===== src/tetris_pkg.sv =====
package tetris_pkg;

  // Board geometry in cells
  localparam int GRID_COLS = 10;
  localparam int GRID_ROWS = 20;

  localparam int SCORE_W = 8;  // Also the width of the right LED bank

  // Bit order is {red, green, blue}
  typedef enum logic [2:0] {
    BLACK   = 3'b000,
    RED     = 3'b100,
    GREEN   = 3'b010,
    BLUE    = 3'b001,
    YELLOW  = 3'b110,
    MAGENTA = 3'b101,
    CYAN    = 3'b011,
    WHITE   = 3'b111
  } color_t;

  typedef enum logic [2:0] {
    IDLE,
    SPAWN,
    FALL,
    LOCK,
    CLEAR,
    OVER
  } game_state_t;

  typedef enum logic {
    PIECE_I,  // Four in a line
    PIECE_O   // Two by two
  } piece_t;

endpackage


===== src/drop_timer.sv =====
`timescale 1ns/10ps

module drop_timer #(
  parameter int DROP_BASE = 10_000_000,
  parameter int DROP_STEP = 1_000_000,
  parameter int DROP_MIN  = 2_000_000
) (
  input  logic                           hz100,
  input  logic                           reset,
  input  logic [tetris_pkg::SCORE_W-1:0] score,
  input  logic                           game_over,
  output logic                           tick
);
  logic [31:0]                    count;
  logic [31:0]                    period;
  logic [tetris_pkg::SCORE_W-1:0] level;
  logic [tetris_pkg::SCORE_W-1:0] prev_score;
  logic                           raised;  // Speed-up already taken at this multiple
  logic                           score_moved;
  logic                           at_multiple;

  always_comb begin
    int p;
    p = DROP_BASE - DROP_STEP * int'(level);
    if (p < DROP_MIN) begin
      p = DROP_MIN;  // Floor on gravity speed
    end
    period = 32'(p);
  end

  assign score_moved = (score != prev_score);
  assign at_multiple = (score % 5 == 0) && (score != '0);

  always_ff @(posedge hz100, posedge reset) begin
    if (reset) begin
      count      <= '0;
      tick       <= 1'b0;
      level      <= '0;
      raised     <= 1'b0;
      prev_score <= '0;
    end else begin
      prev_score <= score;
      tick       <= 1'b0;
      if (game_over) begin
        count  <= '0;
        level  <= '0;
        raised <= 1'b0;
      end else begin
        if (count == '0) begin
          tick  <= 1'b1;
          count <= period - 32'd1;  // Reload with the current period
        end else begin
          count <= count - 32'd1;
        end
        if (score_moved && at_multiple && !raised) begin
          level  <= level + 1'b1;
          raised <= 1'b1;
        end else if (score_moved && !at_multiple) begin
          raised <= 1'b0;  // Left the multiple, next one counts again
        end
      end
    end
  end

  a_tick_single: assert property (@(posedge hz100) disable iff (reset) tick |=> !tick)
    else $error("drop_timer: tick held for two cycles");

endmodule


===== config.mk =====
export PLATFORM = sky130hd
export DESIGN_NAME = drop_timer
export DESIGN_NICKNAME = d
export VERILOG_FILES = /design/src/tetris_pkg.sv /design/src/drop_timer.sv
export SDC_FILE = /design/constraint.sdc
export NUM_CORES = 1
export LEC_CHECK = 0
export BUFFER_PORTS_ARGS = -buffer_cell sky130_fd_sc_hd__buf_2
export CAP_MARGIN = 10
export CORE_UTILIZATION = 40
export CTS_BUF_LIST = sky130_fd_sc_hd__clkbuf_4 sky130_fd_sc_hd__clkbuf_8 sky130_fd_sc_hd__clkbuf_16
export DETAILED_ROUTE_END_ITERATION = 10
export GPL_ROUTABILITY_DRIVEN = 0
export HOLD_SLACK_MARGIN = 0.08
export PLACE_DENSITY_LB_ADDON = 0.08
export SYNTH_ARGS = -nofsm -noshare
export SYNTH_HDL_FRONTEND = slang
export SYNTH_SLANG_ARGS = --single-unit

===== constraint.sdc =====
create_clock -name hz100 -period 9.4 [get_ports hz100]
set_input_delay 1.88 -clock hz100 [delete_from_list [all_inputs] [get_ports hz100]]
set_output_delay 1.88 -clock hz100 [all_outputs]
set_load 0.1 [all_outputs]

==> results.json <==
{
  "ys_warn_count": 0,
  "netlist_area_um2": 6320,
  "overflow": 0,
  "die_area_um2": 16300,
  "path_common_cell": "inv_1",
  "slowest_delay_ps": 610,
  "cts_hold_buf": 0,
  "post-route-period-util_pct": 90.3,
  "first_pass_iters": 5,
  "clk_latency_ps": 300,
  "skew_ps": 12.6,
  "power-per-cell-area_nw_per_um2": 170,
  "rsz0062_at_grt": "no",
  "max_freq_mhz": 118,
  "slew_violations": 0,
  "wl_per_cell_um": 16.1,
  "nNetsFinal": 849,
  "top_usage_layer": "met2",
  "antenna_found_initial": 0,
  "slew_headroom_pct": 31.1,
  "drt_iter0_markers": 300,
  "min_path_cells": 1,
  "chipWidth_um": 128,
  "core_area_um2": 15300,
  "io_pins": 12,
  "synth_area_leaders": "dfrtp_1 (20%), ha_1 (12%), xnor2_1 (5.8%)",
  "end_kind": "flip-flop",
  "layout_common_cells": "nor2_1 (73), inv_1 (68), ha_1 (61)",
  "min_period_ps": 8490,
  "ant_nets": 0,
  "hold_end": "count[0]$_DFF_PP0_",
  "io_buffers": 11,
  "ys_seq_area_share_pct": 19.8,
  "syn_inst": 768,
  "fill_cells": 1543,
  "yosysTopAreaCell": "dfrtp_1",
  "p_leak_nw": 3.07,
  "gr-usage-met1_pct": 26.0,
  "cts.repair.resized": 0,
  "die_y_um": 128,
  "clockBufferDepth": 2,
  "hold_path.class": "reg2reg",
  "postCtsSetupBuffers": 0,
  "grt_pass1_vias": 5431,
  "via_per_inst": 5.74,
  "ir_drop_mv": 0.0953,
  "tns_ps": 0,
  "cts_root_buf": "clkbuf_16",
  "r2r_slack_ps": 910,
  "syn_to_final_growth_pct": 6.29,
  "timing.rr.start": "level[2]$_DFFE_PP0P_",
  "grt_max_degree": 51,
  "finalWirelength_um": 15600,
  "synth_top_area_share_pct": 19.8,
  "hold_viol": 0,
  "synth_cell_type_count": 93,
  "clk_pin_slew_ps": 70,
  "path_class": "reg2reg",
  "postPlaceCellArea_um2": 6540,
  "synth-edff-count": 0,
  "maxCapViolCount": 0,
  "crit_slowest_cell": "dfrtp_1",
  "reg2reg_depth": 29,
  "total_power_mw": 1.14,
  "hp-start": "count[0]$_DFF_PP0_",
  "rows": 45,
  "final_common_cell": "nor2_1",
  "grtUsageMet3_pct": 2.42,
  "tightest_slew_ps": 1020,
  "worstSetupStartpointType": "flip-flop",
  "synth.avg_cell_area_um2": 8.23,
  "cts_tree": "done",
  "critPathMaxFanout": 12,
  "synth-async-reset-ratio_pct": 100,
  "layout-drive-gt1-share_pct": 7.11,
  "setup_viol": 0,
  "cts_sinks": 50,
  "status": "finished, final reports clean",
  "synth_nets": 857,
  "grt_pass1_wl_um": 26500,
  "start_util_pct": 41.3,
  "antennaDiodeCount": 0,
  "stdcell_area_um2": 6720,
  "hpwlAfterDp_um": 12300,
  "drc_errors": 0,
  "worstPathRequired_ps": 9560,
  "grt_usage_pct": 20.1,
  "htreeDepth": 2,
  "synthFlopType": "dfrtp_1",
  "ys_seq_elements": 50,
  "vias": 5574,
  "r2r-end": "count[27]$_DFF_PP0_",
  "cts-buffers-inserted": 5,
  "grt_util_met2_pct": 34.8,
  "crit_arrival_ps": 8650
}
## metrics by stage
| stage | hold slack [ps] | worst slack, ps | cells | utilization, % |
|---|---|---|---|---|
| 2_1_floorplan | 441 | 2030 | 768 | - |
| 3_3_place_gp | 465 | 1160 | 963 | 42.7 |
| 3_5_place_dp | 488 | 935 | 963 | 42.7 |
| 4_1_cts | 500 | 932 | 970 | 43.8 |
| 5_1_grt | 535 | 76.4 | 971 | 43.9 |
| 6_report | 498 | 908 | 971 | 43.9 |
## kinds of logic (layout without fill, tap and decap cells)
kind of cell,after synthesis,in the layout,synth area share [%]
fa+ha+maj,78,78,17.5
mux,8,8,1.46
flops,50,50,19.8
xor+xnor,60,60,8.31
buf+inv,98,90,6.10
compound gates,206,206,24.4
simple gates,268,268,22.4
## registers in the layout, summed over array words and instances (netlist names)
name        cells
prev_score      8
count          32
raised          1
tick            1
level           8
## layer usage
layer | wire [µm] | share of wire, %
met1 | 7430 | 47
met2 | 7570 | 48
met3 | 312 | 2.0
met4 | 337 | 2.2
met5 | 0 | 0
## layout make-up
class                   count  area [µm²]  area share (%)
inverters                  69         259            3.85
well taps                 211         264            3.93
flip-flops and latches     50        1250            18.6
clock buffers               5         125            1.86
repair buffers             14        90.1            1.34
multi-input cells         620        4690            69.8
clock inverters             2        38.8           0.577
## Yosys cell counts, drive strengths merged, types with 8 or more instances
cell     n
a211oi   9
a21o     9
a21oi   47
a31oi    9
and2    13
buf      8
clkbuf  21
dfrtp   50
fa      17
ha      61
inv     69
nand2   42
nand3   17
nand4   15
nor2    73
nor3    30
nor4    17
o211ai  16
o21a    13
o21ai   35
o31ai    8
or3     14
xnor2   42
xor2    18
## where the power goes
part | internal (mW) | switching [mW] | total [mW]
registers | 0.268 | 0.0439 | 0.312
clock network | 0.125 | 0.0847 | 0.209
logic | 0.243 | 0.378 | 0.621
total | 0.636 | 0.507 | 1.14
## worst max-delay path, delay by kind of cell, from the launching register on
kind                     cells  cell delay (ps)
AO/OA/AOI/OAI                8             2670
buffers and inverters        4              330
flip-flops                   1              610
AND/OR/NAND/NOR             10             2030
adder cells (fa/ha/maj)      6             2560
XOR/XNOR                     1              160
## how the worst max path moves through the flow
stage,start,endpoint,slack [ps]
finish,level[2]$_DFFE_PP0P_,count[27]$_DFF_PP0_,910
global route,level[2]$_DFFE_PP0P_,count[27]$_DFF_PP0_,80
CTS,level[2]$_DFFE_PP0P_,count[27]$_DFF_PP0_,930
detailed placement,level[2]$_DFFE_PP0P_,count[27]$_DFF_PP0_,940
global placement,level[2]$_DFFE_PP0P_,count[27]$_DFF_PP0_,1160
floorplan,level[2]$_DFFE_PP0P_,count[27]$_DFF_PP0_,2030
Power figures use the tool's default switching activity.
