<file path="src/vga_timing.sv">
`timescale 1ns/10ps

module vga_timing #(
  parameter int H_ACTIVE = 640,
  parameter int H_FRONT  = 16,
  parameter int H_SYNC   = 96,
  parameter int H_BACK   = 48,
  parameter int V_ACTIVE = 480,
  parameter int V_FRONT  = 10,
  parameter int V_SYNC   = 2,
  parameter int V_BACK   = 33
) (
  input  logic       hz100,
  input  logic       reset,
  output logic [9:0] x,
  output logic [9:0] y,
  output logic       active,
  output logic       hsync,
  output logic       vsync
);
  localparam int H_TOTAL  = H_ACTIVE + H_FRONT + H_SYNC + H_BACK;
  localparam int V_TOTAL  = V_ACTIVE + V_FRONT + V_SYNC + V_BACK;
  localparam int HS_START = H_ACTIVE + H_FRONT;
  localparam int VS_START = V_ACTIVE + V_FRONT;

  logic [9:0] x_next;
  logic [9:0] y_next;
  logic       line_end;

  assign line_end = (x == 10'(H_TOTAL - 1));
  assign x_next   = line_end ? 10'd0 : x + 10'd1;

  always_comb begin
    y_next = y;
    if (line_end) begin
      y_next = (y == 10'(V_TOTAL - 1)) ? 10'd0 : y + 10'd1;
    end
  end

  // Syncs are decoded from the next count so they line up with x and y
  always_ff @(posedge hz100, posedge reset) begin
    if (reset) begin
      x     <= '0;
      y     <= '0;
      hsync <= 1'b1;
      vsync <= 1'b1;
    end else begin
      x     <= x_next;
      y     <= y_next;
      hsync <= !(x_next >= HS_START && x_next < HS_START + H_SYNC);
      vsync <= !(y_next >= VS_START && y_next < VS_START + V_SYNC);  // Whole lines
    end
  end

  assign active = (x < H_ACTIVE) && (y < V_ACTIVE);

  a_x_in_line: assert property (@(posedge hz100) disable iff (reset) x < 10'(H_TOTAL))
    else $error("vga_timing: x ran past the line total");

endmodule

</file>
<file path="config.mk">
export PLATFORM = sky130hd
export DESIGN_NAME = vga_timing
export DESIGN_NICKNAME = d
export VERILOG_FILES = /design/src/vga_timing.sv
export SDC_FILE = /design/constraint.sdc
export NUM_CORES = 1
export LEC_CHECK = 0
export BUFFER_PORTS_ARGS = -buffer_cell sky130_fd_sc_hd__buf_2
export CORE_UTILIZATION = 50
export DETAILED_ROUTE_END_ITERATION = 10
export PLACE_DENSITY_LB_ADDON = 0.25
export SYNTH_ARGS = -nofsm -noshare
export SYNTH_HDL_FRONTEND = slang
export SYNTH_SLANG_ARGS = --single-unit
</file>
<file path="constraint.sdc">
create_clock -name hz100 -period 3.5 [get_ports hz100]
set_input_delay 0.35 -clock hz100 [delete_from_list [all_inputs] [get_ports hz100]]
set_output_delay 0.35 -clock hz100 [all_outputs]
set_load 0.01 [all_outputs]
</file>
==> results.json, run 1 <==
{
  "io-pin-count": 25,
  "first_global_vias": 949,
  "vias_per_cell": 5.95,
  "synth_common_cells": "sky130_fd_sc_hd__dfrtp_1 (20), sky130_fd_sc_hd__nand2_1 (13), sky130_fd_sc_hd__nand3_1 (10)",
  "endpoint_kind": "flip-flop",
  "timing.critical_path.arrival_ns": 2.61,
  "cap_viol_max_count": 0,
  "worst_ep_required_time_ns": 3.72,
  "wire_per_inst_um": 15.0,
  "cpPeakStageDelay_ns": 0.83,
  "dp_hpwl_um": 1820,
  "drt_wl_total_um": 2650,
  "htree_num_levels": 1,
  "routabilityCongestion": 0.843,
  "antennaDiodeCount": 0,
  "drt_first_iter_violations": 35,
  "fin_worst_hold_slack_ns": 0.195,
  "achievable-frequency_ghz": 0.420,
  "critical_path_peak_fanout": 8,
  "finalHoldViolations": 0,
  "via_count_of_the_routed_design": 1054,
  "synth_largest_area_cell": "sky130_fd_sc_hd__dfrtp_1",
  "total_area_of_multi_input_combinational_cells_sq_um": 634,
  "outcome": "complete, no violations",
  "placement.io_buffers": 24,
  "die_height_um": 52.4,
  "antenna_found_initial": 0,
  "avgSynthCellArea_sq_um": 9.92,
  "synth-seq-area-share": 0.435,
  "synth-async-reset-ratio": 1.00,
  "finalCriticalPeriod_ns": 2.38,
  "clk-insertion-delay-late_ns": 0.31,
  "clk_pin_slew_ns": 0.12,
  "drtAntennaViolNets": 0,
  "ff_latch_area_sq_um": 553,
  "gr-total-overflow": 0,
  "nFillCells": 213,
  "worst_path_max_delay_cell": "sky130_fd_sc_hd__nor3_1",
  "ys_types": 42,
  "synth_top_cell_area_share": 0.394,
  "worstMarginPinSlew_ns": 0.891,
  "min_path_type": "input pin to asynchronous set/reset pin",
  "floorplan.die.width_um": 52.4,
  "synth.yosys.warnings": 0,
  "initial_standard_cell_utilization_of_the_core": 0.553,
  "track_usage": 0.228,
  "pre_cts_setup_slack_ns": 1.18,
  "cp_cell_sequence": "ha_1 > nand4_1 > nor3_1 > nand2_1 > o31ai_1",
  "detail_route.drc_violations": 0,
  "final.setup.tns_ns": 0,
  "numClockSinks": 22,
  "postSynthRegisterBits": 22,
  "drive_above_1_share": 0.242,
  "cts-buffers-inserted": 3,
  "grt_setup_unrepaired": "no",
  "final-setup-viol-count": 0,
  "cts_post_setup_buffers_inserted": 0,
  "post_route_worst_setup_slack_ns": 1.12,
  "synth-edff-count": 0,
  "global_route_wire_length_before_repair_um": 4560,
  "critical_path.startpoint_type": "flip-flop",
  "cellPowerDensity_mw_per_mm2": 270,
  "post-synth-top-count-cell": "sky130_fd_sc_hd__dfrtp_1",
  "ctsLongestPathBuffers": 2,
  "static-leakage-power_uw": 0.000648,
  "syn-num-nets": 134,
  "drt-pass1-iter-count": 4,
  "fp.coreArea_sq_mm": 0.00230,
  "cts_tree": "built",
  "clock-skew-final_ns": 0.00169,
  "dieArea_sq_mm": 0.00275,
  "ctsHoldBuffers": 0,
  "post_cts.resized_instances": 0,
  "finish.net_count": 157,
  "grt_start_max_net_pins": 23,
  "mappedNetlistArea_sq_mm": 0.00127,
  "syn_to_final_growth_pct": 9.56,
  "synth_cells": 128,
  "synth.area.top_cells": "sky130_fd_sc_hd__dfrtp_1 (39%), sky130_fd_sc_hd__dfstp_2 (4.1%), sky130_fd_sc_hd__xor2_1 (4.1%)",
  "timing.max_slew.rel_slack": 0.402,
  "rows": 17,
  "irDropWorstVdd_v": 0.000223,
  "postSynth.topFlopCell": "sky130_fd_sc_hd__dfrtp_1",
  "cts-root-buf": "sky130_fd_sc_hd__clkbuf_4",
  "path_class": "flip-flop to flip-flop",
  "slew_violations": 0,
  "fraction_of_the_cycle_the_final_worst_path_needs": 0.681
}
[report_power, final]
| part | leakage (uW) | switching, uW | total (uW) | internal (uW) |
|---|---|---|---|---|
| clock | 0.0000138 | 75.9 | 116 | 40.3 |
| sequential | 0.000286 | 0 | 254 | 254 |
| combinational | 0.000348 | 5.03 | 5.48 | 0.447 |
| total | 0.000648 | 81.0 | 376 | 295 |
[area by class of cell]
cell class                      instances  share of cell area
Multi-Input combinational cell         93               0.456
Sequential cell                        22               0.397
Timing Repair Buffer                   24              0.0863
Tap cell                               28              0.0252
Inverter                                7              0.0189
Clock buffer                            3              0.0162
[worst max-delay path, delay by kind of cell, from the launching register on]
kind | cells | cell delay, ns
AOI/OAI and AO/OA | 1 | 0.25
DFF | 1 | 0.45
adders and majority gates | 1 | 0.26
and+or+nand+nor | 3 | 1.34
[cells in the final DEF (no fill, tap or decap), types with 2 or more instances in the layout]
| cell type | netlist | layout |
|---|---|---|
| sky130_fd_sc_hd__dfstp_2 | 2 | 2 |
| sky130_fd_sc_hd__and3_1 | 2 | 2 |
| sky130_fd_sc_hd__nand2_1 | 13 | 13 |
| sky130_fd_sc_hd__xnor2_1 | 5 | 5 |
| sky130_fd_sc_hd__o21ai_0 | 3 | 3 |
| sky130_fd_sc_hd__a21oi_1 | 2 | 2 |
| sky130_fd_sc_hd__a22oi_1 | 2 | 2 |
| sky130_fd_sc_hd__ha_1 | 4 | 4 |
| sky130_fd_sc_hd__nand3_1 | 10 | 10 |
| sky130_fd_sc_hd__nor3_1 | 4 | 4 |
| sky130_fd_sc_hd__dfrtp_1 | 20 | 20 |
| sky130_fd_sc_hd__nand4_1 | 5 | 5 |
| sky130_fd_sc_hd__and4_1 | 2 | 2 |
| sky130_fd_sc_hd__nor2_1 | 8 | 8 |
| sky130_fd_sc_hd__o31ai_1 | 3 | 3 |
| sky130_fd_sc_hd__inv_1 | 7 | 7 |
| sky130_fd_sc_hd__nand4b_1 | 2 | 2 |
| sky130_fd_sc_hd__buf_2 | 0 | 24 |
| sky130_fd_sc_hd__clkbuf_4 | 0 | 3 |
| sky130_fd_sc_hd__xor2_1 | 6 | 6 |
[final timing paths]
path / start / endpoint / slack [ns] / depth (start not counted)
min in group hz100: x[0]$_DFF_PP0_ / x[0]$_DFF_PP0_ / 0.55 / 1
max in group asynchronous: reset / x[4]$_DFF_PP0_ / 2.78 / 2
setup / recovery: x[0]$_DFF_PP0_ / y[4]$_DFF_PP0_ / 1.12 / 5
hold / removal: reset / y[2]$_DFF_PP0_ / 0.19 / 2
hold reg to reg: x[0]$_DFF_PP0_ / x[0]$_DFF_PP0_ / 0.55 / 1
setup reg to reg: x[0]$_DFF_PP0_ / y[4]$_DFF_PP0_ / 1.12 / 5
[logic make-up after synthesis]
kind of cell	after synthesis	synth area share
AOI/OAI and AO/OA	20	0.112
DFF	22	0.435
adders and majority gates	4	0.0394
buffers and inverters	13	0.0650
xor gates and xnor gates	12	0.0887
and+or+nand+nor	57	0.259
[routing by layer]
layer / track usage / up-vias / wire, um
li1: - / 499 / -
met4: 0.123 / 0 / 61
met2: 0.300 / 45 / 1140
met5: 0 / - / 0
met1: 0.354 / 503 / 1300
met3: 0.0261 / 7 / 153
[stage by stage]
step | cells | total power (uW) | utilization | cell area (sq um)
2_1_floorplan | 128 | 263 | - | 1270
3_3_place_gp | 174 | 264 | 0.596 | 1370
3_5_place_dp | 174 | 265 | 0.596 | 1370
4_1_cts | 177 | 379 | 0.606 | 1390
5_1_grt | 177 | 391 | 0.606 | 1390
6_report | 177 | 376 | 0.606 | 1390
[flip-flops by register name (all words and copies together), names as in the netlist]
signal  flops
hsync       1
x          10
y          10
vsync       1
Power figures use the tool's default switching activity.
==> inputs of run 2 (changes only) <==
--- a/config.mk
+++ b/config.mk
@@ -6,7 +6,7 @@
 export NUM_CORES = 1
 export LEC_CHECK = 0
 export BUFFER_PORTS_ARGS = -buffer_cell sky130_fd_sc_hd__buf_2
-export CORE_UTILIZATION = 50
+export CORE_UTILIZATION = 48
 export DETAILED_ROUTE_END_ITERATION = 10
 export PLACE_DENSITY_LB_ADDON = 0.25
 export SYNTH_ARGS = -nofsm -noshare
==> constraint.sdc (replaced) <==
create_clock -name hz100 -period 2.04 [get_ports hz100]
set_input_delay 0.204 -clock hz100 [delete_from_list [all_inputs] [get_ports hz100]]
set_output_delay 0.204 -clock hz100 [all_outputs]
set_load 0.01 [all_outputs]
==> run 2 against run 1 <==
Compared with the run above:
- utilization rose by 3.7 points
- critical path type unchanged
- worst hold slack improved by 0.23 ns
- final cell count rose by 15%
- register-to-register slack got worse by 1.0 ns
- cell area rose by 14%
- non-clock buffer count rose by 23
- largest power group unchanged
- critical endpoint is now hsync$_DFF_PP1_
==> results.json, run 2 (synthesis gave the netlist of run 1 again) <==
{
  "outcome": "complete, no violations",
  "final.setup.tns_ns": 0,
  "cpPeakStageDelay_ns": 0.45,
  "worst_path_top_cell_family_by_delay": "simple AND/OR/NAND/NOR gates",
  "crit-reg2reg-launch": "x[6]$_DFF_PP0_",
  "critical_path_peak_fanout": 10,
  "share_seq_of_total_power": 0.633,
  "cts-buffers-inserted": 3,
  "clk-insertion-delay-late_ns": 0.30,
  "syn_to_final_growth_pct": 25.3,
  "dieArea_sq_mm": 0.00286,
  "routabilityCongestion": 0.892,
  "clockPowerShare": 0.350,
  "io-pin-count": 25,
  "cap_viol_max_count": 0,
  "r2r.worst_path.cells": 6,
  "path_class": "flip-flop to flip-flop",
  "drive_above_1_share": 0.358,
  "htree_num_levels": 1,
  "dpl_cell_area_sq_mm": 0.00154,
  "fp.coreArea_sq_mm": 0.00248,
  "drt_wl_total_um": 3040,
  "antenna_found_initial": 0,
  "finalHoldViolations": 0,
  "power_report.internal_total_uw": 548,
  "critical_path.startpoint_type": "flip-flop",
  "report.power.total_uw": 690,
  "power_frac_comb": 0.018,
  "wire_per_inst_um": 15.0,
  "antennaDiodeCount": 0,
  "reg2reg_to": "hsync$_DFF_PP1_",
  "vias_per_cell": 5.69,
  "drtAntennaViolNets": 0,
  "worst_path_max_delay_cell": "sky130_fd_sc_hd__or3_4",
  "static-leakage-power_uw": 0.000771,
  "placement.io_buffers": 24,
  "sw_frac_of_total": 0.205,
  "min_path_type": "input pin to asynchronous set/reset pin",
  "die_height_um": 53.4,
  "fraction_of_the_cycle_the_final_worst_path_needs": 0.951,
  "cts_tree": "built",
  "finalCriticalPeriod_ns": 1.94,
  "worst_setup_path_startpoint": "x[6]$_DFF_PP0_",
  "gr-total-overflow": 0,
  "drt-pass1-iter-count": 4,
  "layout.cells.most_common": "sky130_fd_sc_hd__buf_2",
  "grt_setup_unrepaired": "no",
  "cp.depth": 6,
  "top_regs": "x: 10 flops, y: 10 flops",
  "cts_post_setup_buffers_inserted": 0,
  "dp_hpwl_um": 2330,
  "fin_worst_hold_slack_ns": 0.427,
  "ff_latch_area_sq_um": 554,
  "grt_start_max_net_pins": 13,
  "achievable-frequency_ghz": 0.516,
  "crit_end": "hsync$_DFF_PP1_",
  "via_count_of_the_routed_design": 1155,
  "final-setup-viol-count": 0,
  "timing.max_slew.rel_slack": 0.696,
  "detail_route.drc_violations": 0,
  "worstMarginPinSlew_ns": 0.456,
  "endpoint_kind": "flip-flop",
  "most_frequent_cells_in_the_layout": "sky130_fd_sc_hd__buf_2 (24), sky130_fd_sc_hd__buf_4 (22), sky130_fd_sc_hd__dfrtp_1 (19)",
  "cts-root-buf": "sky130_fd_sc_hd__clkbuf_4",
  "slew_violations": 0,
  "irDropWorstVdd_v": 0.000326,
  "initial_standard_cell_utilization_of_the_core": 0.513,
  "worst_ep_required_time_ns": 2.27,
  "finish.net_count": 180,
  "p_sw_uw": 141,
  "layout.cell_area.non_filler_sq_mm": 0.00159,
  "setup.reg_to_reg.worst_slack_ns": 0.10,
  "ctsLongestPathBuffers": 2,
  "clock-skew-final_ns": 0.00168,
  "drt_first_iter_violations": 34,
  "rows": 18,
  "numClockSinks": 22,
  "global_route_wire_length_before_repair_um": 5030,
  "nFillCells": 216,
  "cellPowerDensity_mw_per_mm2": 433,
  "clk_pin_slew_ns": 0.12,
  "floorplan.die.width_um": 53.4,
  "track_usage": 0.247,
  "first_global_vias": 1086,
  "finish.utilization": 0.642,
  "timing.critical_path.arrival_ns": 2.17,
  "total_area_of_multi_input_combinational_cells_sq_um": 642,
  "cp_cell_sequence": "or3b_4 > or3_4 > buf_4 > a211oi_1 > a31oi_1 > o211ai_1",
  "worst-path-buf-inv": 1
}
run 2: what timing repair did:
item	4_1_cts	5_1_grt
endpoints found under the setup margin	0	1
hold endpoints to repair	10	0
hold buffers	1	0
resized for setup	0	2
run 2: worst min path at each step:
| stage | to | depth (start not counted) |
|---|---|---|
| global route | y[3]$_DFF_PP0_ | 3 |
| finish | y[3]$_DFF_PP0_ | 3 |
| detailed placement | y[3]$_DFF_PP0_ | 2 |
| CTS | y[3]$_DFF_PP0_ | 3 |
| global placement | y[3]$_DFF_PP0_ | 2 |
| floorplan | x[1]$_DFF_PP0_ | 1 |
run 2: power by group through the flow:
| stage | clock network (uW) | registers (uW) | logic [uW] |
|---|---|---|---|
| 6_report | 241 | 436 | 12.3 |
| 3_3_place_gp | 0 | 444 | 11.1 |
| 3_5_place_dp | 0 | 444 | 11.8 |
| 5_1_grt | 266 | 436 | 14.4 |
| 4_1_cts | 257 | 436 | 13.1 |
| 2_1_floorplan | 0 | 444 | 6.47 |
run 2: cell type report:
class / instances / share of cell area
Multi-Input combinational cell: 93 / 0.403
Sequential cell: 22 / 0.348
Timing Repair Buffer: 47 / 0.186
Tap cell: 30 / 0.0236
Clock buffer: 4 / 0.0228
Inverter: 7 / 0.0165
run 2: tightest hold or removal path, cell delays in order:
cell	delay [ns]
sky130_fd_sc_hd__dlygate4sd3_1	0.53
sky130_fd_sc_hd__buf_2	0.11
sky130_fd_sc_hd__inv_1	0.33
run 2: through the flow:
stage / std cells / setup slack (ns)
after floorplan: 128 / 0.00114
after global placement: 198 / 0.162
after detailed placement: 198 / 0.110
after CTS: 203 / 0.0913
after global routing: 203 / 0.0239
final: 203 / 0.101
run 2: metal layers:
metal | GRT usage | vias to the layer above | wire length, um
li1 | - | 547 | -
met1 | 0.306 | 572 | 1330
met2 | 0.435 | 32 | 1570
met3 | 0.0287 | 4 | 115
met4 | 0.0877 | 0 | 29
met5 | 0 | - | 0
