$ cat config.mk
export PLATFORM = sky130hd
export DESIGN_NAME = score_overlay
export DESIGN_NICKNAME = d
export VERILOG_FILES = /design/src/tetris_pkg.sv /design/src/score_overlay.sv
export SDC_FILE = /design/constraint.sdc
export NUM_CORES = 1
export LEC_CHECK = 0
export ABC_AREA = 1
export BUFFER_PORTS_ARGS = -buffer_cell sky130_fd_sc_hd__buf_2
export CORE_AREA = 2 2 39 41
export DETAILED_ROUTE_END_ITERATION = 8
export DIE_AREA = 0 0 41 43
export GPL_TIMING_DRIVEN = 0
export PLACE_DENSITY = 0.72
export SLEW_MARGIN = 40
export SYNTH_ARGS = -nofsm -noshare
export SYNTH_HDL_FRONTEND = slang
export SYNTH_SLANG_ARGS = --single-unit
$ cat constraint.sdc
create_clock -name vclk -period 1.72
set_input_delay 0.172 -clock vclk [all_inputs]
set_output_delay 0.172 -clock vclk [all_outputs]
set_load 0.005 [all_outputs]
$ cat src/tetris_pkg.sv
package tetris_pkg;

  // Board geometry in cells
  localparam int GRID_COLS = 10;
  localparam int GRID_ROWS = 20;

  localparam int SCORE_W = 8;  // Also the width of the right LED bank

  // Bit order is {red, green, blue}
  typedef enum logic [2:0] {
    BLACK   = 3'b000,
    RED     = 3'b100,
    GREEN   = 3'b010,
    BLUE    = 3'b001,
    YELLOW  = 3'b110,
    MAGENTA = 3'b101,
    CYAN    = 3'b011,
    WHITE   = 3'b111
  } color_t;

  typedef enum logic [2:0] {
    IDLE,
    SPAWN,
    FALL,
    LOCK,
    CLEAR,
    OVER
  } game_state_t;

  typedef enum logic {
    PIECE_I,  // Four in a line
    PIECE_O   // Two by two
  } piece_t;

endpackage

$ cat src/score_overlay.sv
`timescale 1ns/10ps

module score_overlay #(
  parameter int CELL_PX = 16
) (
  input  logic [9:0]                     x,
  input  logic [9:0]                     y,
  input  logic                           active,
  input  logic [tetris_pkg::SCORE_W-1:0] score,
  input  tetris_pkg::color_t             board_color,
  output tetris_pkg::color_t             pixel_color
);
  localparam int X0    = CELL_PX;  // Squares line up with the playfield
  localparam int X1    = X0 + tetris_pkg::SCORE_W * CELL_PX;
  localparam int IDX_W = $clog2(tetris_pkg::SCORE_W);

  always_comb begin
    int               slot;
    logic [IDX_W-1:0] idx;
    slot = (int'(x) - X0) / CELL_PX;
    idx  = IDX_W'(tetris_pkg::SCORE_W - 1 - slot);  // MSB on the left
    pixel_color = board_color;
    if (active && (y < CELL_PX) && (x >= X0) && (x < X1)) begin
      // Score square wins over the board
      pixel_color = score[idx] ? tetris_pkg::GREEN : tetris_pkg::BLUE;
    end
  end

endmodule

==> flow_summary_export.csv, run 1 <==
group,metric,value,unit
final_layout,register_area,0,sq um
sta,setup_slack,-0.0912,ns
final_layout,flops_and_latches,0,
placement,place.gp.congestion,0.673,
critical_path,cp.required,1.55,ns
sta,slew_violations,0,
drt,dr_total_vias,631,
critical_path,cp_max_fo,3,
status,status,"finished with violations",
run,cap_viol_max_count,0,
power,switching_share,0.472,
status,violations,"setup timing",
drt,wirelength,1.05,mm
floorplanning,dieArea,1760,sq um
grt,grt_pass1_wl,1.59,mm
critical_path,worstPathArrival,1.64,ns
floorplanning,die_w,41,microns
drt,drt-initial-drc-count,2,
critical_path,cp_num_buf_inv,4,
floorplanning,start_util,0.307,
floorplanning,ioPinCount,35,
final_layout,drive_gt1_frac,0.447,
sta,rsz0062_at_grt,"true",
final_layout,nets,170,
critical_path,crit_path_max_incr_delay,0.21,ns
final_layout,fin_util,0.537,
critical_path,cp_slowest_cell,"nor3_4",
sta,finalCritPeriodShare,1.05,
final_layout,nFillCells,142,
power,leakagePower,0.445,nW
synthesis,synth_area,424,sq um
grt,grt_usage,0.120,
drt,vias_per_cell,4.26,
critical_path,worstPathCellList,"buf_6 > inv_4 > ha_4 > nand2_4 > nor3_4 > ha_4 > ha_4 > inv_2 > nand3_2 > and2_4 > nand2_2 > nand2_1 > nand2_1 > nand2_1 > buf_2",
critical_path,startpoint_type,"input pin",
power,peakVddDrop,0.0888,mV
hold_path,min-delay-path-class,"in -> out",
drt,drtPass1Iterations,2,
synthesis,ys_warn_count,0,
sta,min_period,1.81,ns
floorplanning,core,1380,sq um
synthesis,ys_seq_area_frac,0,
drt,drc,0,
final_layout,clock_buffers,0,
power,p_int,0.0800,mW
floorplanning,rows,14,
critical_path,path_class,"in -> out",
grt,antenna_found_initial,0,
grt,grt_max_degree,6,
synthesis,syn-num-nets,131,
sta,whs,0.604,ns
placement,io_buffers,31,
grt,grt.overflow.total,0,
synthesis,synth.avg_cell_area,4.46,sq um
power,comb_power_share,1.000,
power,power_frac_clock,0,
placement,place_ws,-0.307,ns
power,p_sw,0.0716,mW
grt,grt_pass1_vias,494,
critical_path,endpoint_kind,"output pin",
drt,wl_per_cell,7.07,microns
placement,hpwl,830,microns
drt,drtAntennaViolNets,0,
critical_path,setup.worst_path.start,"x[5]",
sta,tightest_slew,0.225,ns
synthesis,synthCells,95,
critical_path,cp_top_family,"simple AND/OR/NAND/NOR gates",
final_layout,antennaDiodeCount,0,
sta,relSlewSlack,0.849,
sta,setup_viol,2,
final_layout,area_growth,75.2,%
synthesis,synth.distinct_cells,12,
power,p_per_area,204,nW/um^2
floorplanning,die_h,43,microns
hold_path,hp-start,"board_color[1]",
sta,tns,-0.163,ns
sta,hold_viol,0,
power,p_total,0.152,mW
sta,max_freq,0.552,GHz
power,power.share.sequential,0,
## repair_timing
action | in CTS | in global routing
buffers inserted | 4 | 2
setup endpoints to repair | 2 | 2
hold buffers | 0 | 0
pin swaps | 12 | 10
gates resized for setup | 10 | 6
## kinds of logic (layout without fill, tap and decap cells)
group | after synthesis | after routing | share of synthesized area
AOI/OAI and AO/OA | 1 | 1 | 0.0118
adders and majority gates | 4 | 4 | 0.118
buffers and inverters | 22 | 59 | 0.195
and+or+nand+nor | 68 | 68 | 0.676
## synthesized netlist by cell type, drive strengths merged
| library cell | number | area [sq um] |
|---|---|---|
| a21oi | 1 | 5.00 |
| inv | 22 | 82.6 |
| nand3 | 8 | 40.0 |
| nand3b | 1 | 7.51 |
| and2 | 1 | 8.76 |
| nor2 | 15 | 61.3 |
| nor3 | 2 | 10.0 |
| ha | 4 | 50.1 |
| nand2 | 41 | 159 |
## placed cells by master, fill, tap and decap left out, drive strengths merged
cell | Yosys | final
nor2 | 15 | 15
nand3b | 1 | 1
nor3 | 2 | 2
ha | 4 | 4
inv | 22 | 22
and2 | 1 | 1
nand3 | 8 | 8
buf | 0 | 37
a21oi | 1 | 1
nand2 | 41 | 41
## path summary, 6_finish.rpt
kind	to	slack, ns	cells past startpoint
max	pixel_color[1]	-0.09	15
min	pixel_color[1]	0.60	4
## layer usage
| layer | vias up | GRT usage | part of all wire |
|---|---|---|---|
| met1 | 259 | 0.111 | 0.35 |
| met5 | - | 0 | 0 |
| met2 | 19 | 0.266 | 0.58 |
| met3 | 0 | 0 | 0.075 |
| met4 | 0 | 0 | 0 |
| li1 | 353 | - | - |
## through the flow
stage,area [sq um],instances
after global placement,619,142
after global routing,743,148
final,743,148
after detailed placement,619,142
after floorplan,444,95
after CTS,697,146
## power by group through the flow
| stage | clock (mW) | combinational [mW] | sequential [mW] |
|---|---|---|---|
| final | 0 | 0.152 | 0 |
| after global routing | 0 | 0.171 | 0 |
| after CTS | 0 | 0.139 | 0 |
| after detailed placement | 0 | 0.118 | 0 |
| after global placement | 0 | 0.115 | 0 |
| after floorplan | 0 | 0.0717 | 0 |
## final cells by class
| type | instances | area (sq um) | share of cell area |
|---|---|---|---|
| Tap cell | 16 | 20.0 | 0.0269 |
| Multi-Input combinational cell | 73 | 413 | 0.556 |
| Inverter | 22 | 87.6 | 0.118 |
| Timing Repair Buffer | 37 | 223 | 0.300 |
Note: power is estimated with default switching activity, not from simulation.
==> run 2: changes to the inputs <==
- CELL_PAD_IN_SITES_DETAIL_PLACEMENT: default -> 0
- CELL_PAD_IN_SITES_GLOBAL_PLACEMENT: default -> 2
- CORE_AREA: 2 2 39 41 -> default
- CORE_ASPECT_RATIO: default -> 1.1
- CORE_MARGIN: default -> 2
- CORE_UTILIZATION: default -> 14
- DIE_AREA: 0 0 41 43 -> default
- PLACE_DENSITY: 0.72 -> 0.78
- SLEW_MARGIN: 40 -> 20
==> run 2 against run 1 <==
  * The run still ends with setup timing left
  * Non-clock buffer count increased by 2
  * Flip-flop and latch count is the same
  * Final cell count up 13%
  * Critical path type unchanged
  * Worst setup slack better by 0.015 ns
  * Global-route usage decreased by 5.8 points
  * Combinational power is essentially flat
  * Clock-buffer cell count is the same
  * Critical endpoint unchanged
  * Via count decreased by 1.1%
  * Hold slack better by 0.0050 ns
  * First-iteration DRC count grew to 5.0 times the previous value
  * Total power fell by 2.0%
  * Highest routed layer unchanged
==> flow_summary_export.csv, run 2 (synthesized netlist as in run 1, its figures left out) <==
group,metric,value,unit
status,violations,"setup timing",
placement,io_buffers,31,
drt,drc,0,
critical_path,worstPathArrival,1.62,ns
grt,grt.overflow.total,0,
final_layout,nets,172,
sta,hold_viol,0,
floorplanning,die_h,61.7,microns
grt,grt_usage,0.0617,
drt,drtAntennaViolNets,0,
critical_path,cp.required,1.55,ns
sta,setup_slack,-0.0762,ns
final_layout,register_area,0,sq um
placement,place.gp.congestion,0.676,
drt,drtPass1Iterations,3,
hold_path,min-delay-path-class,"in -> out",
placement,dp.cells,159,
final_layout,final_cells,167,
final_layout,fin_area,771,sq um
floorplanning,rows,20,
grt,grt_pass1_vias,498,
floorplanning,dieArea,3490,sq um
placement,place_area,641,sq um
final_layout,antennaDiodeCount,0,
drt,dr_total_vias,624,
drt,wirelength,1.13,mm
grt,grt_max_degree,6,
grt,antenna_found_initial,0,
floorplanning,start_util,0.150,
floorplanning,die_w,56.5,microns
sta,slew_violations,0,
final_layout,clock_buffers,0,
sta,max_freq,0.557,GHz
sta,tightest_slew,0.232,ns
drt,wl_per_cell,6.75,microns
sta,rsz0062_at_grt,"true",
final_layout,flops_and_latches,0,
final_layout,final_common_cell,"nand2_1",
sta,min_period,1.80,ns
floorplanning,core,2830,sq um
run,cap_viol_max_count,0,
cts,cts_hold_buf,0,
final_layout,layout_common_cells,"nand2_1, buf_2, inv_1",
power,peakVddDrop,0.0937,mV
grt,grt_pass1_wl,1.87,mm
sta,relSlewSlack,0.844,
placement,hpwl,973,microns
power,p_per_area,193,nW/um^2
floorplanning,ioPinCount,35,
critical_path,startpoint_type,"input pin",
final_layout,area_growth,81.7,%
sta,finalCritPeriodShare,1.04,
drt,drt-initial-drc-count,10,
drt,vias_per_cell,3.74,
power,p_total,0.149,mW
critical_path,path_class,"in -> out",
critical_path,cp_max_fo,3,
final_layout,drive_gt1_frac,0.448,
power,leakagePower,0.452,nW
critical_path,endpoint_kind,"output pin",
sta,setup_viol,2,
status,status,"finished with violations",
[run 2: cell count changes in the layout (fill, tap and decap cells not counted)]
cell / change
buf_6: -3
buf_8: +1
buf_4: +3
buf_2: +1
nand2_2: -1
nand2_1: +1
[run 2: worst paths after layout]
check                       endpoint  cells after the start  slack [ns]      startpoint
worst min-delay path  pixel_color[1]                      4        0.61  board_color[1]
worst max-delay path  pixel_color[1]                     15       -0.08            x[5]
[run 2: metrics by stage]
stage | util | hold WS (ns) | TNS (ns) | setup WS (ns)
floorplan | - | 0.415 | 0 | 0.0309
global placement | 0.227 | 0.614 | -0.587 | -0.308
detailed placement | 0.227 | 0.612 | -0.591 | -0.312
CTS | 0.261 | 0.605 | -0.180 | -0.104
global route | 0.273 | 0.639 | -0.425 | -0.236
finish | 0.273 | 0.609 | -0.125 | -0.0762
[run 2: report_power, final]
| group | internal [mW] | switching (mW) |
|---|---|---|
| combinational | 0.0780 | 0.0706 |
| clock | 0 | 0 |
| sequential | 0 | 0 |
| total | 0.0780 | 0.0706 |
[run 2: critical path, stage by stage]
cell and delay [ns]:
buf_6 0.09, inv_4 0.05, ha_4 0.14, nand2_4 0.05, nor3_4 0.21, ha_4 0.16
ha_4 0.20, inv_2 0.06, nand3_2 0.05, and2_4 0.13, nand2_2 0.06, nand2_1 0.04
nand2_1 0.05, nand2_1 0.04, buf_2 0.12
[run 2: layer usage]
metal | track usage | vias to the layer above | share of wire
met1 | 0.0807 | 246 | 0.44
met2 | 0.121 | 19 | 0.49
met5 | 0 | - | 0
met3 | 0.00207 | 0 | 0.068
met4 | 0 | 0 | 0
li1 | - | 359 | -
[run 2: timing repair]
item | in CTS | in global routing
pin swaps | 11 | 6
gates cloned | 0 | 0
gates resized for setup | 11 | 3
endpoints found under the setup margin | 2 | 2
setup buffers | 6 | 2
[run 2: final cells by class]
type	instances	area (sq um)
Fill cell	319	2060
Multi-Input combinational cell	73	410
Timing Repair Buffer	39	231
Inverter	22	87.6
Tap cell	33	41.3
==> run 3: changes to the inputs <==
- GPL_TIMING_DRIVEN: 0 -> default
==> run 3 against run 2 <==
  * Global-route usage grew 1.5 points
  * Maximum frequency grew 1.4%
  * Routed wire length grew 14%
  * Sequential share of layout area is the same
  * The run still ends with setup timing left
  * Via count grew 3.8%
  * Largest power group unchanged
  * Flip-flop and latch count is the same
  * Cell area grew 3.4%
  * Combinational power grew 7%
  * First-iteration DRC count shrank 80%
  * Worst setup slack gained 0.025 ns
  * Final cell count grew 0.60%
==> flow_summary_export.csv, run 3 (synthesized netlist as in run 1, its figures left out) <==
group,metric,value,unit
status,violations,"setup timing",
power,p_int,0.0837,mW
floorplanning,rows,20,
final_layout,nets,173,
placement,place_area,701,sq um
final_layout,clock_buffers,0,
power,comb_power_share,1.000,
sta,max_freq,0.565,GHz
sta,finalCritPeriodShare,1.03,
placement,io_buffers,31,
drt,drtPass1Iterations,3,
status,status,"finished with violations",
drt,wl_per_cell,7.64,microns
grt,grt_pass1_wl,2.28,mm
final_layout,antennaDiodeCount,0,
power,switching_share,0.475,
final_layout,flops_and_latches,0,
grt,antenna_found_initial,0,
drt,vias_per_cell,3.86,
power,power.share.sequential,0,
sta,whs,0.607,ns
critical_path,cp.required,1.55,ns
grt,grt_pass1_vias,596,
floorplanning,die_h,61.7,microns
placement,dp.cells,167,
grt,grt.overflow.total,0,
run,cap_viol_max_count,0,
critical_path,worstPathArrival,1.60,ns
drt,drtAntennaViolNets,0,
final_layout,multiInputGateArea,418,sq um
drt,dr_total_vias,648,
sta,setup_viol,2,
final_layout,layout_common_cells,"nand2_1, buf_2, inv_1",
critical_path,cp_max_fo,3,
drt,wirelength,1.28,mm
hold_path,min-delay-path-class,"in -> out",
final_layout,final_common_cell,"nand2_1",
placement,place.gp.congestion,0.700,
sta,tightest_slew,0.266,ns
final_layout,fin_area,797,sq um
final_layout,area_growth,87.9,%
floorplanning,ioPinCount,35,
sta,relSlewSlack,0.821,
drt,drc,0,
final_layout,final_cells,168,
critical_path,path_class,"in -> out",
power,leakagePower,0.458,nW
floorplanning,core,2830,sq um
final_layout,drive_gt1_frac,0.459,
drt,drt-initial-drc-count,2,
final_layout,register_area,0,sq um
sta,slew_violations,0,
cts,cts_hold_buf,0,
floorplanning,die_w,56.5,microns
power,p_sw,0.0755,mW
grt,grt_usage,0.0768,
sta,min_period,1.77,ns
power,p_per_area,200,nW/um^2
power,peakVddDrop,0.0850,mV
grt,grt_max_degree,6,
final_layout,nFillCells,334,
critical_path,endpoint_kind,"output pin",
placement,hpwl,1.14,mm
sta,hold_viol,0,
critical_path,startpoint_type,"input pin",
sta,rsz0062_at_grt,"true",
power,p_total,0.159,mW
final_layout,fin_util,0.282,
floorplanning,dieArea,3490,sq um
sta,setup_slack,-0.0510,ns
floorplanning,start_util,0.150,
power,power_frac_clock,0,
==> run 3: final cells by class <==
class,count,share of cell area
Tap cell,33,0.0518
Inverter,22,0.116
Timing Repair Buffer,40,0.308
Multi-Input combinational cell,73,0.524
==> run 3: routing by layer <==
metal | global-route usage | vias up | wire (microns)
met4 | 0 | 0 | 0
met3 | 0 | 0 | 83
met1 | 0.0884 | 271 | 527
met2 | 0.169 | 19 | 673
met5 | 0 | - | 0
li1 | - | 358 | -
==> run 3: power by group through the flow <==
stage          Sequential, mW  Combinational (mW)  Clock, mW
4_1_cts                     0               0.152          0
5_1_grt                     0               0.181          0
6_report                    0               0.159          0
2_1_floorplan               0              0.0717          0
3_3_place_gp                0               0.133          0
3_5_place_dp                0               0.135          0
==> run 3: path summary, 6_finish.rpt <==
| check | startpoint | end | slack (ns) | cells after the start |
|---|---|---|---|---|
| min | board_color[1] | pixel_color[1] | 0.61 | 4 |
| max | x[8] | pixel_color[1] | -0.05 | 14 |
==> run 3: critical path: stages <==
cell and delay, ns:
buf_2 0.11, nor2_4 0.09, nand2_2 0.09, nor3_4 0.21, ha_4 0.16, ha_4 0.20
inv_4 0.05, nand3_2 0.05, and2_4 0.14, nand2_2 0.06, nand2_1 0.05, nand2_1 0.06
nand2_1 0.04, buf_2 0.12
==> run 3: per-stage QoR <==
stage | setup TNS, ns | worst slack (ns)
2_1_floorplan | 0 | 0.0309
3_3_place_gp | -0.399 | -0.210
3_5_place_dp | -0.599 | -0.314
4_1_cts | -0.255 | -0.143
5_1_grt | -0.311 | -0.186
6_report | -0.0691 | -0.0510
==> run 3: repair_timing <==
action                                  in CTS  in global routing
gates cloned                                 0                  0
endpoints found under the setup margin       2                  2
pin swaps                                    9                  8
resized for setup                           13                  6
setup buffers                                1                  0
