[config.mk]
export PLATFORM = sky130hd
export DESIGN_NAME = grid_render
export DESIGN_NICKNAME = d
export VERILOG_FILES = /design/src/tetris_pkg.sv /design/src/grid_render.sv
export SDC_FILE = /design/constraint.sdc
export NUM_CORES = 1
export LEC_CHECK = 0
export ABC_CLOCK_PERIOD_IN_PS = 11400
export BUFFER_PORTS_ARGS = -buffer_cell sky130_fd_sc_hd__buf_2
export CAP_MARGIN = 15
export CORE_AREA = 4 4 321 323
export DETAILED_ROUTE_END_ITERATION = 8
export DIE_AREA = 0 0 325 327
export SLEW_MARGIN = 0
export SYNTH_ARGS = -nofsm -noshare
export SYNTH_HDL_FRONTEND = slang
export SYNTH_SLANG_ARGS = --single-unit
export TNS_END_PERCENT = 20
[constraint.sdc]
create_clock -name vclk -period 11.4
set_clock_uncertainty 0.15 [all_clocks]
set_input_delay 2.28 -clock vclk [all_inputs]
set_output_delay 2.28 -clock vclk [all_outputs]
set_load 0.05 [all_outputs]
[src/tetris_pkg.sv]
package tetris_pkg;

  // Board geometry in cells
  localparam int GRID_COLS = 10;
  localparam int GRID_ROWS = 20;

  localparam int SCORE_W = 8;  // Also the width of the right LED bank

  // Bit order is {red, green, blue}
  typedef enum logic [2:0] {
    BLACK   = 3'b000,
    RED     = 3'b100,
    GREEN   = 3'b010,
    BLUE    = 3'b001,
    YELLOW  = 3'b110,
    MAGENTA = 3'b101,
    CYAN    = 3'b011,
    WHITE   = 3'b111
  } color_t;

  typedef enum logic [2:0] {
    IDLE,
    SPAWN,
    FALL,
    LOCK,
    CLEAR,
    OVER
  } game_state_t;

  typedef enum logic {
    PIECE_I,  // Four in a line
    PIECE_O   // Two by two
  } piece_t;

endpackage

[src/grid_render.sv]
`timescale 1ns/10ps

module grid_render #(
  parameter int CELL_PX = 16
) (
  input  logic [9:0] x,
  input  logic [9:0] y,
  input  logic       active,
  input  logic [tetris_pkg::GRID_ROWS-1:0][tetris_pkg::GRID_COLS-1:0]      board_cells,
  input  logic [tetris_pkg::GRID_ROWS-1:0][tetris_pkg::GRID_COLS-1:0]      board_piece,
  input  logic [tetris_pkg::GRID_ROWS-1:0][tetris_pkg::GRID_COLS-1:0][1:0] fall_cells,
  input  logic       game_over,
  output tetris_pkg::color_t board_color
);
  localparam int X0 = CELL_PX;      // Playfield top left in pixels
  localparam int Y0 = 2 * CELL_PX;
  localparam int X1 = X0 + tetris_pkg::GRID_COLS * CELL_PX;
  localparam int Y1 = Y0 + tetris_pkg::GRID_ROWS * CELL_PX;

  function automatic tetris_pkg::color_t piece_color(input logic p);
    return (p == tetris_pkg::PIECE_O) ? tetris_pkg::YELLOW : tetris_pkg::CYAN;
  endfunction

  always_comb begin
    logic [4:0] row;
    logic [3:0] col;
    logic       in_field;
    logic       in_frame;
    row      = 5'((int'(y) - Y0) / CELL_PX);
    col      = 4'((int'(x) - X0) / CELL_PX);
    in_field = (x >= X0) && (x < X1) && (y >= Y0) && (y < Y1);
    in_frame = (x >= X0 - CELL_PX) && (x < X1 + CELL_PX) &&
               (y >= Y0 - CELL_PX) && (y < Y1 + CELL_PX);  // Field plus one cell
    board_color = tetris_pkg::BLACK;
    if (active) begin
      if (in_field) begin
        if (board_cells[row][col]) begin
          board_color = game_over ? tetris_pkg::RED : piece_color(board_piece[row][col]);
        end else if (fall_cells[row][col][1]) begin
          board_color = piece_color(fall_cells[row][col][0]);
        end
      end else if (in_frame) begin
        board_color = tetris_pkg::WHITE;  // Border ring
      end
    end
  end

endmodule

==> results of run 1 <==
## layout make-up
| class | count | area [µm²] | share of cell area [%] |
|---|---|---|---|
| multi-input combinational | 502 | 6940 | 53.2 |
| timing repair buffer | 850 | 4390 | 33.6 |
| tap | 1298 | 1620 | 12.4 |
| antenna | 28 | 70.1 | 0.537 |
| inverter | 9 | 33.8 | 0.259 |
## cell usage in the layout, fill, tap and decap left out, types with 8 or more instances in the layout
| cell | instances |
|---|---|
| mux2i_1 | 33 |
| buf_2 | 826 |
| buf_4 | 18 |
| diode_2 | 28 |
| mux4_1 | 11 |
| nor2_1 | 17 |
| nand2_1 | 67 |
| nor4_1 | 8 |
| nand3_1 | 22 |
| a31oi_1 | 13 |
| nor3_1 | 8 |
| inv_1 | 8 |
| o211ai_1 | 9 |
| o21ai_0 | 11 |
| mux4_2 | 207 |
## logic make-up after synthesis
kind of cell	count (synthesis)	share of synthesized area, %
and+or+nand+nor	152	9.79
AOI/OAI and AO/OA	76	7.90
xor gates and xnor gates	11	1.58
adders and majority gates	10	1.68
muxes	253	71.4
buffers and inverters	81	7.60
## power breakdown
part / switching, mW / internal, mW
clock: 0 / 0.000000143
combinational: 0.308 / 0.305
sequential: 0 / 0
total: 0.308 / 0.305
## per-layer routing
| layer | track usage, % | up-vias | routed length, µm |
|---|---|---|---|
| met1 | 15.5 | 4988 | 28100 |
| met2 | 23.3 | 690 | 36400 |
| li1 | - | 4221 | - |
| met4 | 1.71 | 40 | 1170 |
| met3 | 3.33 | 94 | 6370 |
| met5 | 0 | - | 240 |
## worst paths after layout
kind	cells past startpoint	slack [ps]	endpoint
setup / recovery	15	1850	board_color[0]
hold / removal	4	4940	board_color[0]
## worst max-delay path: cells and delay by family
| kind | cells | cell delay [ps] |
|---|---|---|
| fa+ha+maj | 1 | 550 |
| compound gates | 2 | 790 |
| simple gates | 7 | 1500 |
| mux | 2 | 1060 |
| buf+inv | 3 | 870 |
## through the flow
step	area, µm²	utilization (%)	hold WS, ps
after floorplan	7430	-	4710
after global placement	13000	13.0	4980
after detailed placement	13000	13.0	4960
after CTS	13000	13.0	4960
after global routing	13000	13.0	4970
final	13100	13.1	4940
==> metrics.txt, run 1 <==
status=complete, no violations; register area=0 µm²; slowest stage cell on the critical path=ha_4; critical path startpoint=y[7]; post-detail-place hpwl=approximately 65 mm; crit path DAT=~7100 ps; critical-path cell list=buf_2 -> nor3_1 -> nand2_1 -> nor2_1 -> ha_4 -> buf_4 -> mux4_2 -> mux4_2 -> o2111ai_1 -> or3_1 -> nand4_1 -> nor4_1 -> nand3_1 -> a31oi_1 -> buf_2; die area=about 110,000 µm²; filler cell count=about 11,000; dpl ws=approximately 1700 ps; # clk buffers=0; Final min period=9550 ps; DRC violations left=0; synth cell count leaders=mux4_2, nand2_1, mux2i_1; top-area cell type share of the netlist area=between 60% and 70%; Max-cap violations=0; final worst-path cycle share=between 80% and 90%; setup total negative slack=0 ps; relative slew slack=about a third; Setup-failing EPs final=0; FF+latch count=0; fmax=105 MHz; Ports=~830; Max VDD drop=0.0000294 V; Routed Antenna Nets=0; Seq/Total Area, Yosys=0%; ratio of cells with drive above 1 in the final layout=79.1%; largest net degree at the start of global routing=between 60 and 70; vias in the first global route=between 10,000 and 15,000; site row count=around 120; drt first pass iters=5; Cell Area, Synth=about 7400 µm²; CORE AREA=99,900 µm²; post-synth top area cell=mux4_2; most common cell in the netlist=mux4_2; Crit path largest cell delay=between 500 and 600 ps; CTS Hold Bufs=0; worst setup margin=1850 ps; HP Class=primary input to output pin; height of the chip=327 µm; DRT Wirelength=a little over 70 mm; unrepaired setup endpoints after global routing=false; Cells after Synth=583; Lkg Pwr=roughly 5.6 nW; final max-slew violation count=0; post-DR vias/cell=approximately 3.7; Startpoint Class=primary input; Area growth, synth to finish=75.8%; synth unique cells=66; WS Path Type=primary input to output pin; WL per Instance=~27 µm; Post-Place Cells=2,659; Mean Syn Cell Area=around 13 µm²; first-pass GRT wire length=92.8 mm; Initial Util=about 7.4%; final cell count without fillers=approximately 2,700; number of port buffers=825; worst min-delay path startpoint=active; critical path required time=approximately 9000 ps; Tot Pwr=~610 µW; CP Capture Type=output pin; initial antenna violation count=72; Syn Nets=1,415; Final Hold Fails=0; # Post-CTS Setup Buffers=0; actual slew at the worst max-slew pin=slightly above 1000 ps; P per Cell Area=approximately 47 nW/µm²; GRT overflow=0; GP Congestion=between 0.9 and 1; post_cts resized=0; GRT Util Overall=around an eighth; vias=about 10,000; top post-synthesis cells by area=mux4_2, mux2i_1, mux4_1; synth warn=0; die width=about 330 µm; nets=2,195; Initial DRC Count=roughly 520; crit path max fanout=31
Power figures use the tool's default switching activity.
==> inputs of run 2 (changes only) <==
Settings changed: ABC_AREA set to 1, ABC_CLOCK_PERIOD_IN_PS 11400 to 9450.
Clock period 11.4 ns to 9.45 ns, I/O delays scaled along.
==> metrics.txt, run 2 <==
status=complete, no violations; die area=106,000 µm² (unchanged); Cells after Synth=1,992 (+240%); slowest stage cell on the critical path=buf_12; Final Hold Fails=0 (unchanged); Seq/Total Area, Yosys=0% (unchanged); post-detail-place hpwl=78.0 mm (+20%); Routed Antenna Nets=0 (unchanged); Clk pwr share=0% (unchanged); most common cell in the netlist=nand2_1; met2 Resource Use GR=27.2% (+3.9 points); Startpoint Class=primary input; CORE AREA=99,900 µm² (unchanged); fmax=roughly 120 MHz; layer with the highest usage=met2; post-DR vias/cell=4.11 (+10%); hold path cells=4 (unchanged); GRT overflow=0 (unchanged); largest net degree at the start of global routing=135 (+110%); CTS Hold Bufs=0 (unchanged); setup total negative slack=0 ps (unchanged); initial antenna violation count=62 (-14%); Cell Area, Placed=14,200 µm² (+9.5%); Setup-failing EPs final=0 (unchanged); Hold Path Sink=board_color[0]; unrepaired setup endpoints after global routing=false; synth unique cells=35 (-47%); die width=325 µm (unchanged); post-synth top area cell=nand2_1; GR Layer Usage met3=2.12% (-1.2 points); register area=0 µm² (unchanged); Critical Path Most Common Cell=nand2_1; WL per Instance=23.1 µm (-14%); WS Path Type=primary input to output pin; critical path required time=7410 ps (-1560 ps); Crit path largest cell delay=420 ps (-130 ps); top post-synthesis cells by area=nand2_1, nand3_1, nor2_1; # clk buffers=0 (unchanged); Max-cap violations=0 (unchanged); FF+latch count=0 (unchanged); Ports=825 (unchanged); top-area cell type share of the netlist area=36.1% (-27 points); DRT Wirelength=92.5 mm (+28%); final worst-path cycle share=around 90%; synth warn=0 (unchanged); # Post-CTS Setup Buffers=0 (unchanged); DRC violations left=0 (unchanged); critical-path cell list=buf_2 -> nor2_2 -> nand2_1 -> nor3_1 -> ha_4 -> inv_8 -> buf_12 -> nand2_1 -> nand3_1 -> nand3_1 -> nand3_1 -> nand3_1 -> a21oi_1 -> nor2_1 -> nand2_1 -> nand3_1 -> nand2_1 -> inv_1 -> nand2_1 -> nand2_1 -> a21oi_1 -> buf_2; P per Cell Area=58.4 nW/µm² (+24%); grt met1 use=22.2% (+6.7 points); filler cell count=11,956 (+4.8%); ratio of cells with drive above 1 in the final layout=32.9% (-46 points); vias=16,487 (+64%); Final min period=between 8000 and 9000 ps; CP top delay family=simple AND/OR/NAND/NOR gates; switching power share of the total=64.0% (+14 points); Internal=300 µW (-1.7%); sw power=534 µW (+73%); CP Capture Type=output pin; Initial DRC Count=1,309 (+150%); Max VDD drop=0.0000234 V (-20%); dpl ws=775 ps (-885 ps); worst setup margin=979 ps (-872 ps); Area growth, synth to finish=60.8%; first-pass GRT wire length=123 mm (+32%); crit path max fanout=134 (+330%); post_cts resized=0 (unchanged); GRT Util Overall=16.1% (+3.3 points); number of port buffers=825 (unchanged); synth cell count leaders=nand2_1, nand3_1, nor2_1; HP Class=primary input to output pin; commonest non-fill, non-tap cell in the layout=nand2_1; GP Congestion=0.968 (-0.71%); Syn Nets=2,824 (+100%); Flop pwr share=0% (unchanged); worst min-delay path startpoint=active; relative slew slack=28.4% (-3.7 points); vias in the first global route=15,904 (+51%); final max-slew violation count=0 (unchanged); share of total power in combinational logic=100.0% (about the same); actual slew at the worst max-slew pin=1060 ps (+55.3 ps); site row count=116 (unchanged); final cell count without fillers=4,009 (+49%); height of the chip=327 µm (unchanged); Initial Util=8.89% (+1.4 points); nets=3,525 (+61%); drt first pass iters=6 (+1); final instance area=14,300 µm² (+9.3%); most frequent cells in the layout=nand2_1, buf_2, nand3_1; crit path DAT=6430 ps (-690 ps); Bufs and invs on worst path=5 (+2); Lkg Pwr=7.57 nW (+34%); Hold WS=4160 ps (-778 ps); Cell Area, Synth=8870 µm² (+19%); Mean Syn Cell Area=4.46 µm² (-65%); Post-Place Cells=3,989 (+50%)
## run 2: layout make-up
type,instances,area [µm²],share of cell area (%)
antenna,20,50.0,0.351
inverter,41,170,1.19
multi-input combinational,1783,7880,55.2
tap,1298,1620,11.4
timing repair buffer,867,4540,31.8
## run 2: metrics by stage
step / power, mW / util [%]
2_1_floorplan: 0.416 / -
3_3_place_gp: 0.856 / 14.2
3_5_place_dp: 0.854 / 14.2
4_1_cts: 0.857 / 14.2
5_1_grt: 0.928 / 14.3
6_report: 0.833 / 14.3
## run 2: metal layers
metal / vias to the layer above / routed length [µm]
li1: 7931 / -
met1: 7585 / 42100
met2: 860 / 42900
met3: 95 / 5840
met4: 16 / 1570
met5: - / 98
## run 2: how the worst max path moves through the flow
stage / from / to / slack (ps) / cells past startpoint
6_report: y[7] / board_color[2] / 980 / 22
5_1_grt: y[1] / board_color[2] / 500 / 22
3_5_place_dp: y[7] / board_color[2] / 780 / 23
3_3_place_gp: y[8] / board_color[2] / 650 / 23
4_1_cts: y[7] / board_color[2] / 760 / 22
2_1_floorplan: y[1] / board_color[2] / 2510 / 20
## run 2: power groups by stage
stage	sequential, mW	clock, mW	combinational, mW
2_1_floorplan	0	0	0.416
3_3_place_gp	0	0	0.856
3_5_place_dp	0	0	0.854
4_1_cts	0	0	0.857
5_1_grt	0	0.000000129	0.928
6_report	0	0.000000285	0.833
## run 2: kinds of logic (layout without fill, tap and decap cells)
family	Yosys count	in the layout	synth area share [%]
fa+ha+maj	10	10	1.41
xor+xnor	3	3	0.296
buf+inv	209	908	12.0
simple gates	1519	1519	70.5
other cells	0	20	0
mux	8	8	0.902
compound gates	243	243	14.9
==> inputs of run 3 (changes only) <==
Settings changed: ABC_CLOCK_PERIOD_IN_PS 9450 to 7000, CORE_AREA 4 4 321 323 to 4 4 315 317, DIE_AREA 0 0 325 327 to 0 0 319 321.
Clock period 9.45 ns to 7 ns, I/O delays scaled along.
==> metrics.txt, run 3 (same netlist as run 2, synthesis figures left out) <==
DRT Wirelength=90.8 mm (-1.9%); critical-path cell list=buf_2 -> nor4_2 -> nor3_1 -> buf_4 -> ha_4 -> buf_16 -> buf_4 -> buf_4 -> nor2_1 -> nor2_1 -> o21ai_0 -> nand3_1 -> nand3_1 -> nand2_1 -> inv_1 -> a21oi_2 -> nor2_1 -> nand2_1 -> nand3_1 -> nand2_1 -> o21ai_0 -> a21oi_1 -> buf_12; Crit path largest cell delay=390 ps (-30 ps); HP Class=primary input to output pin; routed wl met2=42.4 mm (-1.1%); actual slew at the worst max-slew pin=1100 ps (+42.1 ps); CTS Hold Bufs=0 (unchanged); hold path cells=4 (unchanged); vias=16,598 (+0.67%); number of port buffers=825 (unchanged); WL per Instance=22.5 µm (-2.7%); post-layout utilization of the core=15.6% (+1.3 points); WS Path Type=primary input to output pin; CORE AREA=96,300 µm² (-3.6%); switching power share of the total=61.4% (-2.7 points); most frequent cells in the layout=nand2_1, buf_2, nand3_1; CP top delay family=simple AND/OR/NAND/NOR gates; Flop pwr share=0% (unchanged); crit path DAT=5180 ps (-1250 ps); Ports=825 (unchanged); Initial DRC Count=1,368 (+4.5%); initial antenna violation count=65 (+4.8%); Internal=455 µW (+52%); Final min period=just under 7000 ps; fmax=~150 MHz; site row count=114 (-1.7%); Clk pwr share=0% (unchanged); share of total power in combinational logic=100.0% (about the same); drt first pass iters=7 (+1); die area=102,000 µm² (-3.6%); Max VDD drop=0.0000389 V (+66%); worst min-delay path startpoint=active; Lkg Pwr=7.93 nW (+4.8%); Startpoint Class=primary input; CP Capture Type=output pin; critical path required time=5450 ps (-1960 ps); height of the chip=321 µm (-1.8%); WP depth=23 (+4.5%); DR WL met3=8.18 mm (+40%); filler cell count=11,480 (-4.0%); # clk buffers=0 (unchanged); sw power=723 µW (+35%); first-pass GRT wire length=119 mm (-2.6%); final worst-path cycle share=a little over nine tenths; Setup-failing EPs final=0 (unchanged); GRT overflow=0 (unchanged); nets=3,577 (+1.5%); relative slew slack=25.8% (-2.6 points); GRT Util Overall=16.1% (about the same); Area growth, synth to finish=68.8%; P per Cell Area=78.6 nW/µm² (+35%); Tot Pwr=1.18 mW (+41%); top layer reached by signal wires=met5; post-detail-place hpwl=76.4 mm (-2.1%); slowest stage cell on the critical path=ha_4; GP Congestion=0.945 (-2.3%); Max-cap violations=0 (unchanged); DRC violations left=0 (unchanged); vias in the first global route=15,955 (+0.32%); ratio of cells with drive above 1 in the final layout=34.3% (+1.5 points); post-DR vias/cell=4.11 (-0.15%); Initial Util=9.22% (+0.33 points); Routed Antenna Nets=0 (unchanged); Bufs and invs on worst path=7 (+2); FF+latch count=0 (unchanged); Final Hold Fails=0 (unchanged); status=complete, no violations; metal1 wirelength=38.5 mm (-8.5%); Hold Path Sink=board_color[2]; largest net degree at the start of global routing=95 (-30%); unrepaired setup endpoints after global routing=false; register area=0 µm² (unchanged); die width=319 µm (-1.8%); final max-slew violation count=0 (unchanged); commonest non-fill, non-tap cell in the layout=nand2_1; crit path max fanout=23 (-83%)
## run 3: changes by cell type in the layout (fill, tap and decap cells not counted), sizes merged
| cell | change |
|---|---|
| clkbuf | +3 |
| buf | +49 |
| diode | +3 |
## run 3: layer usage
layer,track usage [%],up-vias
li1,-,8047
met1,20.8,7496
met2,28.0,890
met3,4.11,121
met4,1.76,44
met5,0,-
## run 3: final cells by class
class                           count  area (µm²)  share of cell area, %
Antenna cell                       23        57.6                  0.384
Inverter                           41         175                   1.17
Multi-Input combinational cell   1783        7910                   52.8
Tap cell                         1276        1600                   10.7
Timing Repair Buffer              919        5240                   35.0
## run 3: what timing repair did
| item | 4_1_cts | 5_1_grt |
|---|---|---|
| cloned | 0 | 3 |
| setup endpoints to repair | 3 | 3 |
| resized for setup | 4 | 7 |
| buffers inserted | 0 | 4 |
| pin swaps | 0 | 2 |
| endpoints found under the hold margin | 0 | 0 |
## run 3: stage by stage
step | instance area [µm²] | hold slack (ps) | cells | TNS [ps] | setup WS, ps
6_report | 15000 | 3170 | 4042 | 0 | 273
5_1_grt | 14900 | 3190 | 4023 | 0 | 1.95
4_1_cts | 14800 | 3160 | 4012 | 0 | 43.7
3_5_place_dp | 14800 | 3130 | 4012 | -387 | -241
3_3_place_gp | 14800 | 3140 | 4012 | -677 | -367
2_1_floorplan | 8870 | 2970 | 1992 | 0 | 1040
## run 3: worst max path at each step
stage / start / end / slack, ps
floorplan: y[1] / board_color[2] / 1040
global placement: y[1] / board_color[2] / -370
detailed placement: y[1] / board_color[2] / -240
CTS: y[1] / board_color[2] / 40
global route: y[1] / board_color[0] / 2
finish: y[1] / board_color[1] / 270
## run 3: power by group through the flow
stage / logic, mW / clock network (mW) / registers, mW
after floorplan: 0.562 / 0 / 0
after global placement: 1.18 / 0 / 0
after detailed placement: 1.18 / 0 / 0
after CTS: 1.19 / 0 / 0
after global routing: 1.31 / 0.0000000768 / 0
final: 1.18 / 0.000000468 / 0
